==> config.mk <==
export PLATFORM = sky130hd
export DESIGN_NAME = frame_sequencer
export DESIGN_NICKNAME = d
export VERILOG_FILES = /design/src/common/sensor_pkg.sv /design/src/design/frame_sequencer.sv
export VERILOG_INCLUDE_DIRS = /design/src /design/src/common
export SDC_FILE = /design/constraint.sdc
export NUM_CORES = 1
export LEC_CHECK = 0
export ABC_AREA = 1
export BUFFER_PORTS_ARGS = -buffer_cell sky130_fd_sc_hd__clkbuf_2
export CAP_MARGIN = 20
export CORE_MARGIN = 1.5
export CORE_UTILIZATION = 56
export DETAILED_ROUTE_END_ITERATION = 10
export PLACE_DENSITY = 0.78
export SYNTH_ARGS = -nofsm -noshare
export SYNTH_HDL_FRONTEND = slang
export SYNTH_SLANG_ARGS = --single-unit
==> constraint.sdc <==
create_clock -name clk -period 2.1 [get_ports clk]
set_clock_uncertainty 0.15 [all_clocks]
set_input_delay 0.105 -clock clk [delete_from_list [all_inputs] [get_ports clk]]
set_output_delay 0.105 -clock clk [all_outputs]
set_load 0.01 [all_outputs]
==> src/common/sensor_defines.svh <==
`ifndef SENSOR_DEFINES_SVH
`define SENSOR_DEFINES_SVH

// array geometry.
`define ARRAY_ROWS 8
`define ARRAY_COLS 24
`define PIXEL_BITS 8

// output bus, one row leaves as BEATS_PER_ROW beats of BUS_PIXELS pixels.
`define BUS_PIXELS 8
`define BEATS_PER_ROW 3

// phase lengths in clk cycles.
`define ERASE_CYCLES 5
`define EXPOSE_CYCLES 64
`define CONVERT_CYCLES 256 // one ramp step per cycle.
`define ROW_CYCLES 8 // one read slot per row.

`endif

==> src/common/sensor_pkg.sv <==
`default_nettype none

`include "sensor_defines.svh"

package sensor_pkg;

	typedef logic [`PIXEL_BITS-1:0] pixel_code_t;
	typedef logic [`ARRAY_ROWS-1:0] row_sel_t; // one-hot.
	typedef logic [`ARRAY_COLS*`PIXEL_BITS-1:0] row_bus_t;
	typedef logic [`BUS_PIXELS*`PIXEL_BITS-1:0] beat_t; // pixel n in byte n.

	typedef enum logic [1:0] {
		phase_erase,
		phase_expose,
		phase_convert,
		phase_read
	} phase_t;

	// broadcast to every cell.
	typedef struct packed {
		logic erase;
		logic ramp_step; // high on each convert cycle.
		pixel_code_t ramp_code; // gray coded.
	} pixel_ctrl_t;

	// synthetic scene seen by the array.
	function automatic pixel_code_t scene_level(input int row, input int col);
		return pixel_code_t'((row * 29 + col * 11 + 40) % 256);
	endfunction

endpackage

`default_nettype wire

==> src/design/frame_sequencer.sv <==
`default_nettype none

`include "sensor_defines.svh"

module frame_sequencer (
	input  logic                    clk,
	input  logic                    reset,
	output sensor_pkg::pixel_ctrl_t pixel_ctrl,
	output sensor_pkg::row_sel_t    row_sel,
	output logic                    new_row,
	output logic                    frame_done
);
	import sensor_pkg::*;

	localparam int count_bits = $clog2(`CONVERT_CYCLES);
	localparam int row_bits = $clog2(`ARRAY_ROWS + 1);

	// phase, count and row_index describe the cycle that the outputs show next.
	phase_t phase;
	logic [count_bits-1:0] count; // cycle in phase, or in row slot during read.
	logic [row_bits-1:0] row_index; // reaches ARRAY_ROWS on the frame done step.

	pixel_ctrl_t ctrl_next;
	row_sel_t row_sel_next;
	logic new_row_next;
	logic frame_done_next;
	logic done_step;

	assign done_step = (row_index == row_bits'(`ARRAY_ROWS));

	always_comb begin
		ctrl_next = '0;
		row_sel_next = '0;
		new_row_next = 1'b0;
		frame_done_next = 1'b0;
		case (phase)
			phase_erase: ctrl_next.erase = 1'b1;
			phase_convert: begin
				ctrl_next.ramp_step = 1'b1;
				ctrl_next.ramp_code = pixel_code_t'(count ^ (count >> 1)); // binary to gray.
			end
			phase_read: begin
				if (done_step) begin
					frame_done_next = 1'b1;
				end else begin
					row_sel_next = row_sel_t'(1) << row_index;
					new_row_next = (count == '0);
				end
			end
			default: ;
		endcase
	end

	always_ff @(posedge clk or posedge reset) begin
		if (reset) begin
			phase <= phase_erase;
			count <= '0;
			row_index <= '0;
			pixel_ctrl <= '0;
			row_sel <= '0;
			new_row <= 1'b0;
			frame_done <= 1'b0;
		end else begin
			pixel_ctrl <= ctrl_next;
			row_sel <= row_sel_next;
			new_row <= new_row_next;
			frame_done <= frame_done_next;
			count <= count + 1'b1;
			case (phase)
				phase_erase:
					if (count == count_bits'(`ERASE_CYCLES - 1)) begin
						phase <= phase_expose;
						count <= '0;
					end
				phase_expose:
					if (count == count_bits'(`EXPOSE_CYCLES - 1)) begin
						phase <= phase_convert;
						count <= '0;
					end
				phase_convert:
					if (count == count_bits'(`CONVERT_CYCLES - 1)) begin
						phase <= phase_read;
						count <= '0;
						row_index <= '0;
					end
				phase_read:
					if (done_step) begin
						phase <= phase_erase; // next frame right away.
						count <= '0;
						row_index <= '0;
					end else if (count == count_bits'(`ROW_CYCLES - 1)) begin
						count <= '0;
						row_index <= row_index + 1'b1;
					end
				default: phase <= phase_erase;
			endcase
		end
	end

	// never more than one row drives the row bus, and a row holds for its whole slot.
	row_sel_onehot: assert property (@(posedge clk) disable iff (reset)
		$onehot0(row_sel) && (new_row || row_sel == '0 || $stable(row_sel)));

endmodule

`default_nettype wire

==> flow_metrics.env <==
export IMPL_slew_headroom_pct=66.8
export IMPL_ctsResizeCount=0
export IMPL_gp_congestion=0.810
export IMPL_path_clk_slew_ns=0.10
export IMPL_num_vias=1154
export IMPL_timing_final_crit_period_ns=1.82
export IMPL_synth_top_cell_area_share_pct=49.4
export IMPL_rows=19
export IMPL_grt_max_degree=35
export IMPL_status="completed"
export IMPL_crit_fanout=12
export IMPL_wirelength_mm=2.86
export IMPL_dieHeight_um=58.4
export IMPL_layout_commonest_cell="dfrtp_1"
export IMPL_cts_tree="built"
export IMPL_ir_drop_mv=0.328
export IMPL_power_density_nw_per_um2=541
export IMPL_dp_hpwl_mm=2.09
export IMPL_grt_pass1_vias=1133
export IMPL_setup_tns_ns=0
export IMPL_area_delta_synth_final_pct=12.3
export IMPL_grt_usage_pct=19.7
export IMPL_syn_area_sq_um=1720
export IMPL_arrival_ns=1.89
export IMPL_setup_viol=0
export IMPL_grt_first_pass_wirelength_mm=4.97
export IMPL_leakage_nw=1.05
export IMPL_slew_violations=0
export IMPL_synth_net_count=195
export IMPL_crit_type="register to register"
export IMPL_synth_warnings=0
export IMPL_synth_seq_cells=34
export IMPL_portBuffers=21
export IMPL_hp_class="input pin to async pin"
export IMPL_fin_ws_ns=0.282
export IMPL_yosysTopAreaCell="dfrtp_1"
export IMPL_cp_start_kind="register"
export IMPL_rsz0062_at_grt="false"
export IMPL_die_area_sq_um=3420
export IMPL_finalInstanceArea_sq_um=1930
export IMPL_n_antenna_cell=0
export IMPL_drive_gt1_share_pct=23.0
export IMPL_ant_nets=0
export IMPL_die_w_um=58.4
export IMPL_drt_iter0_markers=32
export IMPL_layout_common_cells="34 x dfrtp_1, 32 x inv_1, 23 x nand2_1"
export IMPL_worstSkewPairLatency_ns=0.34
export IMPL_synth_cells=171
export IMPL_initial_utilization_pct=60.9
export IMPL_core_area_sq_um=2830
export IMPL_grt_overflow=0
export IMPL_whs_ns=0.221
export IMPL_end_kind="register"
export IMPL_crit_required_ns=2.18
export IMPL_io_pins=22
export IMPL_vias_per_cell=5.00
export IMPL_period_share_pct=86.6
export IMPL_drcViolationCount=0
export IMPL_wire_per_inst_um=12.4
export IMPL_max_cap_viol_count=0
export IMPL_clock_sinks=34
export IMPL_synthDistinctLibCells=25
export IMPL_h_tree_depth=2
export IMPL_maxClockFrequency_mhz=550
export IMPL_dp_slack_ns=0.315
export IMPL_drt_pre_antenna_iters=4
export IMPL_hold_viol_final=0
export IMPL_cts_root_buffer="clkbuf_4"
export IMPL_antenna_found_initial=0
export IMPL_yosys_top_cells_area="dfrtp_1 49%, ha_1 16%, inv_1 7.0%"
export IMPL_cts_buffers=5
export IMPL_synth_avg_cell_area_sq_um=10.1
export IMPL_worstMarginPinSlew_ns=0.497
export IMPL_cts_max_path_buffers=2
export IMPL_place_area_sq_um=1860
export IMPL_fin_util_pct=68.3
export IMPL_fin_nets=223
export IMPL_yosysSeqAreaShare_pct=49.4
## layer usage
layer	up-vias	global-route usage (%)	share of wire, %
met3	9	4.62	4.5
met1	534	25.5	45
met5	-	0	0
met2	28	30.5	47
met4	0	11.3	3.0
li1	583	-	-
## layout make-up
cell class | instances | area (sq um)
Tap cell | 31 | 38.8
Multi-Input combinational cell | 101 | 733
Clock inverter | 1 | 5.00
Inverter | 34 | 128
Timing Repair Buffer | 23 | 123
Clock buffer | 7 | 55.1
Fill cell | 215 | 896
Sequential cell | 34 | 851
## state kept, by name, indices dropped and copies added, names as in the netlist
| register | flops |
|---|---|
| pixel_ctrl | 10 |
| count | 8 |
| row_sel | 8 |
| row_index | 4 |
| phase | 2 |
| frame_done | 1 |
| new_row | 1 |
## critical path, stage by stage (launching register included)
cell and delay, ns:
dfrtp_1 0.44, inv_1 0.10, ha_1 0.47, or2_2 0.21
nand3_2 0.15, nand2_1 0.11, o21ai_1 0.07
## report_power, final
part | switching, mW | internal (mW) | total (mW)
registers | 0 | 0.654 | 0.654
clock network | 0.213 | 0.162 | 0.375
logic | 0.0123 | 0.00323 | 0.0155
total | 0.225 | 0.820 | 1.04
## final timing paths
check / from / endpoint / slack [ns] / depth (start not counted)
worst max-delay path: phase[0] / row_index[3] / 0.28 / 6
worst min register to register: count[0] / count[0] / 0.38 / 1
max in group asynchronous: reset / row_sel[2] / 1.28 / 4
min in group clk: count[0] / count[0] / 0.38 / 1
worst max register to register: phase[0] / row_index[3] / 0.28 / 6
worst min-delay path: reset / row_sel[4] / 0.22 / 4
## through the flow
step,power [mW],std cells
after floorplan,0.677,171
after global placement,0.682,222
after detailed placement,0.682,222
after CTS,1.05,231
after global routing,1.08,231
final,1.04,231
## timing repair
action	4_1_cts	5_1_grt
buffers inserted	0	0
hold endpoints to repair	34	0
hold buffers	1	0
## cells by family after synthesis
kind of cell | count (synthesis) | share of synthesized area (%)
xor+xnor | 7 | 3.56
fa+ha+maj | 22 | 16.0
flops | 34 | 49.4
simple gates | 57 | 17.6
compound gates | 15 | 5.45
buf+inv | 36 | 7.99
## synth_stat cells
library cell,number
a21oi_1,8
and2_4,1
buf_2,2
dfrtp_1,34
ha_1,22
inv_1,32
inv_2,2
nand2_1,23
nand2_2,3
nand2_4,2
nand3_1,5
nand3_2,3
nand3_4,1
nand4_1,1
nor2_1,7
nor2_2,1
nor3_1,6
o21ai_1,4
o21ai_2,2
o21ai_4,1
or2_0,2
or2_1,1
or2_2,1
xnor2_1,1
xor2_1,6
Power figures use the tool's default switching activity.
