### src/common/sensor_defines.svh
`ifndef SENSOR_DEFINES_SVH
`define SENSOR_DEFINES_SVH

// array geometry.
`define ARRAY_ROWS 8
`define ARRAY_COLS 24
`define PIXEL_BITS 8

// output bus, one row leaves as BEATS_PER_ROW beats of BUS_PIXELS pixels.
`define BUS_PIXELS 8
`define BEATS_PER_ROW 3

// phase lengths in clk cycles.
`define ERASE_CYCLES 5
`define EXPOSE_CYCLES 64
`define CONVERT_CYCLES 256 // one ramp step per cycle.
`define ROW_CYCLES 8 // one read slot per row.

`endif

### src/common/sensor_pkg.sv
`default_nettype none

`include "sensor_defines.svh"

package sensor_pkg;

	typedef logic [`PIXEL_BITS-1:0] pixel_code_t;
	typedef logic [`ARRAY_ROWS-1:0] row_sel_t; // one-hot.
	typedef logic [`ARRAY_COLS*`PIXEL_BITS-1:0] row_bus_t;
	typedef logic [`BUS_PIXELS*`PIXEL_BITS-1:0] beat_t; // pixel n in byte n.

	typedef enum logic [1:0] {
		phase_erase,
		phase_expose,
		phase_convert,
		phase_read
	} phase_t;

	// broadcast to every cell.
	typedef struct packed {
		logic erase;
		logic ramp_step; // high on each convert cycle.
		pixel_code_t ramp_code; // gray coded.
	} pixel_ctrl_t;

	// synthetic scene seen by the array.
	function automatic pixel_code_t scene_level(input int row, input int col);
		return pixel_code_t'((row * 29 + col * 11 + 40) % 256);
	endfunction

endpackage

`default_nettype wire

### src/design/row_buffer.sv
`default_nettype none

`include "sensor_defines.svh"

module row_buffer (
	input  logic                 clk,
	input  logic                 reset,
	input  logic                 new_row,
	input  sensor_pkg::row_bus_t row_data,
	output logic                 out_valid,
	output sensor_pkg::beat_t    out_data
);
	import sensor_pkg::*;

	localparam int beat_bits = $clog2(`BEATS_PER_ROW);
	localparam int beat_width = `BUS_PIXELS * `PIXEL_BITS;

	row_bus_t decoded;
	row_bus_t row_reg; // binary codes of the captured row.
	logic [beat_bits-1:0] beat;

	function automatic pixel_code_t gray_to_bin(input pixel_code_t gray);
		pixel_code_t bin;
		bin[`PIXEL_BITS-1] = gray[`PIXEL_BITS-1];
		for (int i = `PIXEL_BITS - 2; i >= 0; i--)
			bin[i] = bin[i+1] ^ gray[i];
		return bin;
	endfunction

	always_comb begin
		for (int c = 0; c < `ARRAY_COLS; c++)
			decoded[c*`PIXEL_BITS +: `PIXEL_BITS] = gray_to_bin(row_data[c*`PIXEL_BITS +: `PIXEL_BITS]);
	end

	always_ff @(posedge clk) begin
		if (new_row)
			row_reg <= decoded;
	end

	always_ff @(posedge clk or posedge reset) begin
		if (reset) begin
			out_valid <= 1'b0;
			beat <= '0;
		end else if (new_row) begin
			out_valid <= 1'b1;
			beat <= '0;
		end else if (out_valid) begin
			if (beat == beat_bits'(`BEATS_PER_ROW - 1))
				out_valid <= 1'b0; // row done, wait for next slot.
			else
				beat <= beat + 1'b1;
		end
	end

	// bus idles at zero between rows.
	assign out_data = out_valid ? row_reg[beat*beat_width +: beat_width] : '0;

	// a row slot must outlast the beats of the previous row.
	no_row_overrun: assert property (@(posedge clk) disable iff (reset) new_row |-> !out_valid);

endmodule

`default_nettype wire

### config.mk
export PLATFORM = sky130hd
export DESIGN_NAME = row_buffer
export DESIGN_NICKNAME = d
export VERILOG_FILES = /design/src/common/sensor_pkg.sv /design/src/design/row_buffer.sv
export VERILOG_INCLUDE_DIRS = /design/src /design/src/common
export SDC_FILE = /design/constraint.sdc
export NUM_CORES = 1
export LEC_CHECK = 0
export ABC_AREA = 1
export BUFFER_PORTS_ARGS = -buffer_cell sky130_fd_sc_hd__buf_4
export CAP_MARGIN = 10
export CORE_UTILIZATION = 45
export CTS_BUF_LIST = sky130_fd_sc_hd__clkbuf_2 sky130_fd_sc_hd__clkbuf_4 sky130_fd_sc_hd__clkbuf_8
export CTS_CLUSTER_SIZE = 30
export DETAILED_ROUTE_END_ITERATION = 16
export PLACE_DENSITY = 0.68
export SETUP_SLACK_MARGIN = 0.15
export SLEW_MARGIN = 25
export SYNTH_ARGS = -nofsm -noshare
export SYNTH_HDL_FRONTEND = slang
export SYNTH_SLANG_ARGS = --single-unit
### constraint.sdc
create_clock -name clk -period 3.3 [get_ports clk]
set_clock_uncertainty 0.1 [all_clocks]
set_input_delay 0.33 -clock clk [delete_from_list [all_inputs] [get_ports clk]]
set_output_delay 0.33 -clock clk [all_outputs]
set_load 0.05 [all_outputs]
==> flow_metrics.env <==
export IMPL_status="finished, final reports clean"
export IMPL_ys_types=19
export IMPL_io_buffer_count=259
export IMPL_nets=1905
export IMPL_cp_start_kind="register"
export IMPL_largest_register_ffs=192
export IMPL_synth_seq_cells=195
export IMPL_max_freq_ghz=0.3497
export IMPL_clk_latency_ps=460
export IMPL_switching_share=0.4828
export IMPL_synth_cells=1426
export IMPL_cts_root_buf="clkbuf_8"
export IMPL_p_leak_uw=0.007305
export IMPL_setup_viol=0
export IMPL_path_clk_slew_ps=120
export IMPL_arrival_ps=2430
export IMPL_required_ps=2870
export IMPL_relSlewSlack=0.4626
export IMPL_rsz0062_at_grt="no"
export IMPL_dieArea_mm2=0.02826
export IMPL_pwr_share_seq=0.314
export IMPL_p_clk_frac=0.152
export IMPL_drc_errors=0
export IMPL_worst_slew_pin_slew_ps=804.9
export IMPL_grt_max_degree=94
export IMPL_cp_slowest_stage_delay_ps=620
export IMPL_p_int_uw=5237
export IMPL_syn_area_per_cell_um2=8.707
export IMPL_power_switching_uw=4888
export IMPL_syn_to_final_growth_pct=24.48
export IMPL_grt_pass1_wl_um=47880
export IMPL_dr_max_layer_used="met4"
export IMPL_hold_path_class="in -> reg"
export IMPL_p_comb_frac=0.534
export IMPL_ant_nets=0
export IMPL_grt_use_total=0.2144
export IMPL_start_util=0.4594
export IMPL_die_x_um=168.1
export IMPL_m1WireLength_um=12860
export IMPL_avgViaCountPerCell=4.956
export IMPL_totalPowerFinal_uw=10130
export IMPL_max_cap_viol_count=0
export IMPL_cts_tree="done"
export IMPL_regArea_mm2=0.005843
export IMPL_hpwl_um=22780
export IMPL_die_h_um=168.1
export IMPL_synth_nets=1622
export IMPL_maxSlewViolCount=0
export IMPL_path_cells="buf_4, inv_2, buf_6, o21ai_0, a21oi_1, buf_4"
export IMPL_cts_sinks=195
export IMPL_dr_pass1_iters=5
export IMPL_grt_overflow_total=0
export IMPL_period_share=0.8666
export IMPL_core_area_mm2=0.02703
export IMPL_ir_drop_v=0.0003981
export IMPL_yosysSeqAreaShare=0.4704
export IMPL_cp_common_cell="buf_4"
export IMPL_drt_iter0_markers=471
export IMPL_critical_path_top_delay_family="buffers and inverters"
export IMPL_multiInputGateArea_mm2=0.005609
export IMPL_critPathKind="reg -> out"
export IMPL_clock_path_buffers=2
export IMPL_h_tree_depth=4
export IMPL_row_count=60
export IMPL_gp_congestion=0.8307
export IMPL_hold_viol=0
export IMPL_pin_count=260
export IMPL_avgRoutedWirePerCell_um=14.43
export IMPL_fillers=2449
export IMPL_powerDensity_mw_per_mm2=655.2
export IMPL_wl_met3_um=1942
export IMPL_cp_max_fo=41
export IMPL_dr_wl_met2_um=14320
export IMPL_synthesis_area_mm2=0.01242
export IMPL_vias=10234
export IMPL_cp_slowest_cell="dfrtp_2"
export IMPL_finalSetupTns_ps=0
export IMPL_antenna_found_initial=4
export IMPL_crit_buf_inv=4
export IMPL_period_needed_ps=2860
export IMPL_cts_buffers=17
export IMPL_drt_wl_total_um=29790
export IMPL_crit_path_end_kind="primary output"
export IMPL_drive_gt1_frac=0.3839
export IMPL_ys_warn_count=0
export IMPL_grt_pass1_vias=10143
[synthesized netlist by cell type (all sizes together)]
cell	instances	share of area
dfrtp	3	0.0060
buf	15	0.0056
o21ai	66	0.027
nor2	131	0.040
nand3	265	0.17
edfxtp	192	0.46
a21oi	64	0.026
nand2	448	0.19
ha	1	0.0010
clkbuf	19	0.0057
a211oi	1	0.00060
inv	221	0.067
[cell usage in the layout (no fill, tap or decap)]
master,count
buf_12,4
nand2_2,148
nand3_4,26
edfxtp_1,192
inv_1,171
o21ai_0,66
inv_8,3
clkbuf_4,1
inv_6,6
nand3_1,143
clkinv_4,2
clkinv_8,2
ha_1,1
a21oi_1,64
dfrtp_2,2
clkinv_1,1
clkbuf_8,18
buf_6,1
nand2_4,34
buf_4,267
nor2_1,130
a211oi_1,1
dfrtp_1,1
nor2_4,1
nand3_2,96
dlygate4sd3_1,25
inv_2,50
diode_2,2
nand2_1,266
[logic make-up (layout without fill, tap and decap cells)]
group / Yosys count / after routing / share of synthesized area
AO/OA/AOI/OAI: 131 / 131 / 0.05301
flip-flops: 195 / 195 / 0.4704
buffers and inverters: 255 / 551 / 0.07820
adder cells (fa/ha/maj): 1 / 1 / 0.001008
AND/OR/NAND/NOR: 844 / 844 / 0.3974
other: 0 / 2 / 0
[what timing repair did]
| item | in CTS | in global routing |
|---|---|---|
| setup buffers | 0 | 1 |
| endpoints found under the setup margin | 0 | 2 |
| hold buffers | 25 | 0 |
| hold endpoints to repair | 27 | 0 |
| resized for setup | 0 | 1 |
[tightest hold or removal path: stages]
cell and delay [ps]:
buf_4 80, nand3_1 70, nand2_1 50
[metal layers]
| layer | GRT usage | vias to the layer above |
|---|---|---|
| met1 | 0.2587 | 4707 |
| met2 | 0.3692 | 259 |
| met5 | 0 | - |
| met4 | 0.07470 | 0 |
| met3 | 0.05712 | 36 |
| li1 | - | 5232 |
[area by class of cell]
cell class	instances	share of cell area
timing repair buffer	298	0.1527
antenna	2	0.0003238
clock buffer	18	0.01563
sequential	195	0.3781
multi-input combinational	976	0.3629
inverter	221	0.05368
clock inverter	14	0.009067
tap	341	0.02761
[metrics by stage]
step,utilization,worst slack [ps],cells,cell area [um2],hold slack [ps]
detailed placement,0.5479,807.2,2005,14810,109.8
global route,0.5719,220.2,2065,15450,24.31
global placement,0.5479,813.0,2005,14810,108.7
floorplan,-,955.0,1426,12420,-16.36
CTS,0.5713,284.6,2062,15440,26.04
finish,0.5719,440.2,2065,15450,51.82
[worst paths after layout]
check | from | to | slack, ps | cells past startpoint
worst max register to register | beat[0] | beat[1] | 1110 | 7
worst min register to register | beat[1] | beat[1] | 810 | 3
min in group asynchronous | reset | beat[1] | 210 | 3
worst max-delay path | beat[0] | out_data[3] | 440 | 6
worst min-delay path | row_data[184] | row_reg[184] | 50 | 3
max in group asynchronous | reset | beat[0] | 2740 | 3
[power by group through the flow]
stage / clock network [uW] / logic [uW] / registers (uW)
CTS: 1590 / 5430 / 3180
global placement: 0 / 5340 / 3230
global route: 1670 / 5780 / 3210
detailed placement: 0 / 5390 / 3240
floorplan: 0 / 3730 / 3180
finish: 1540 / 5400 / 3180
Power figures use the tool's default switching activity.
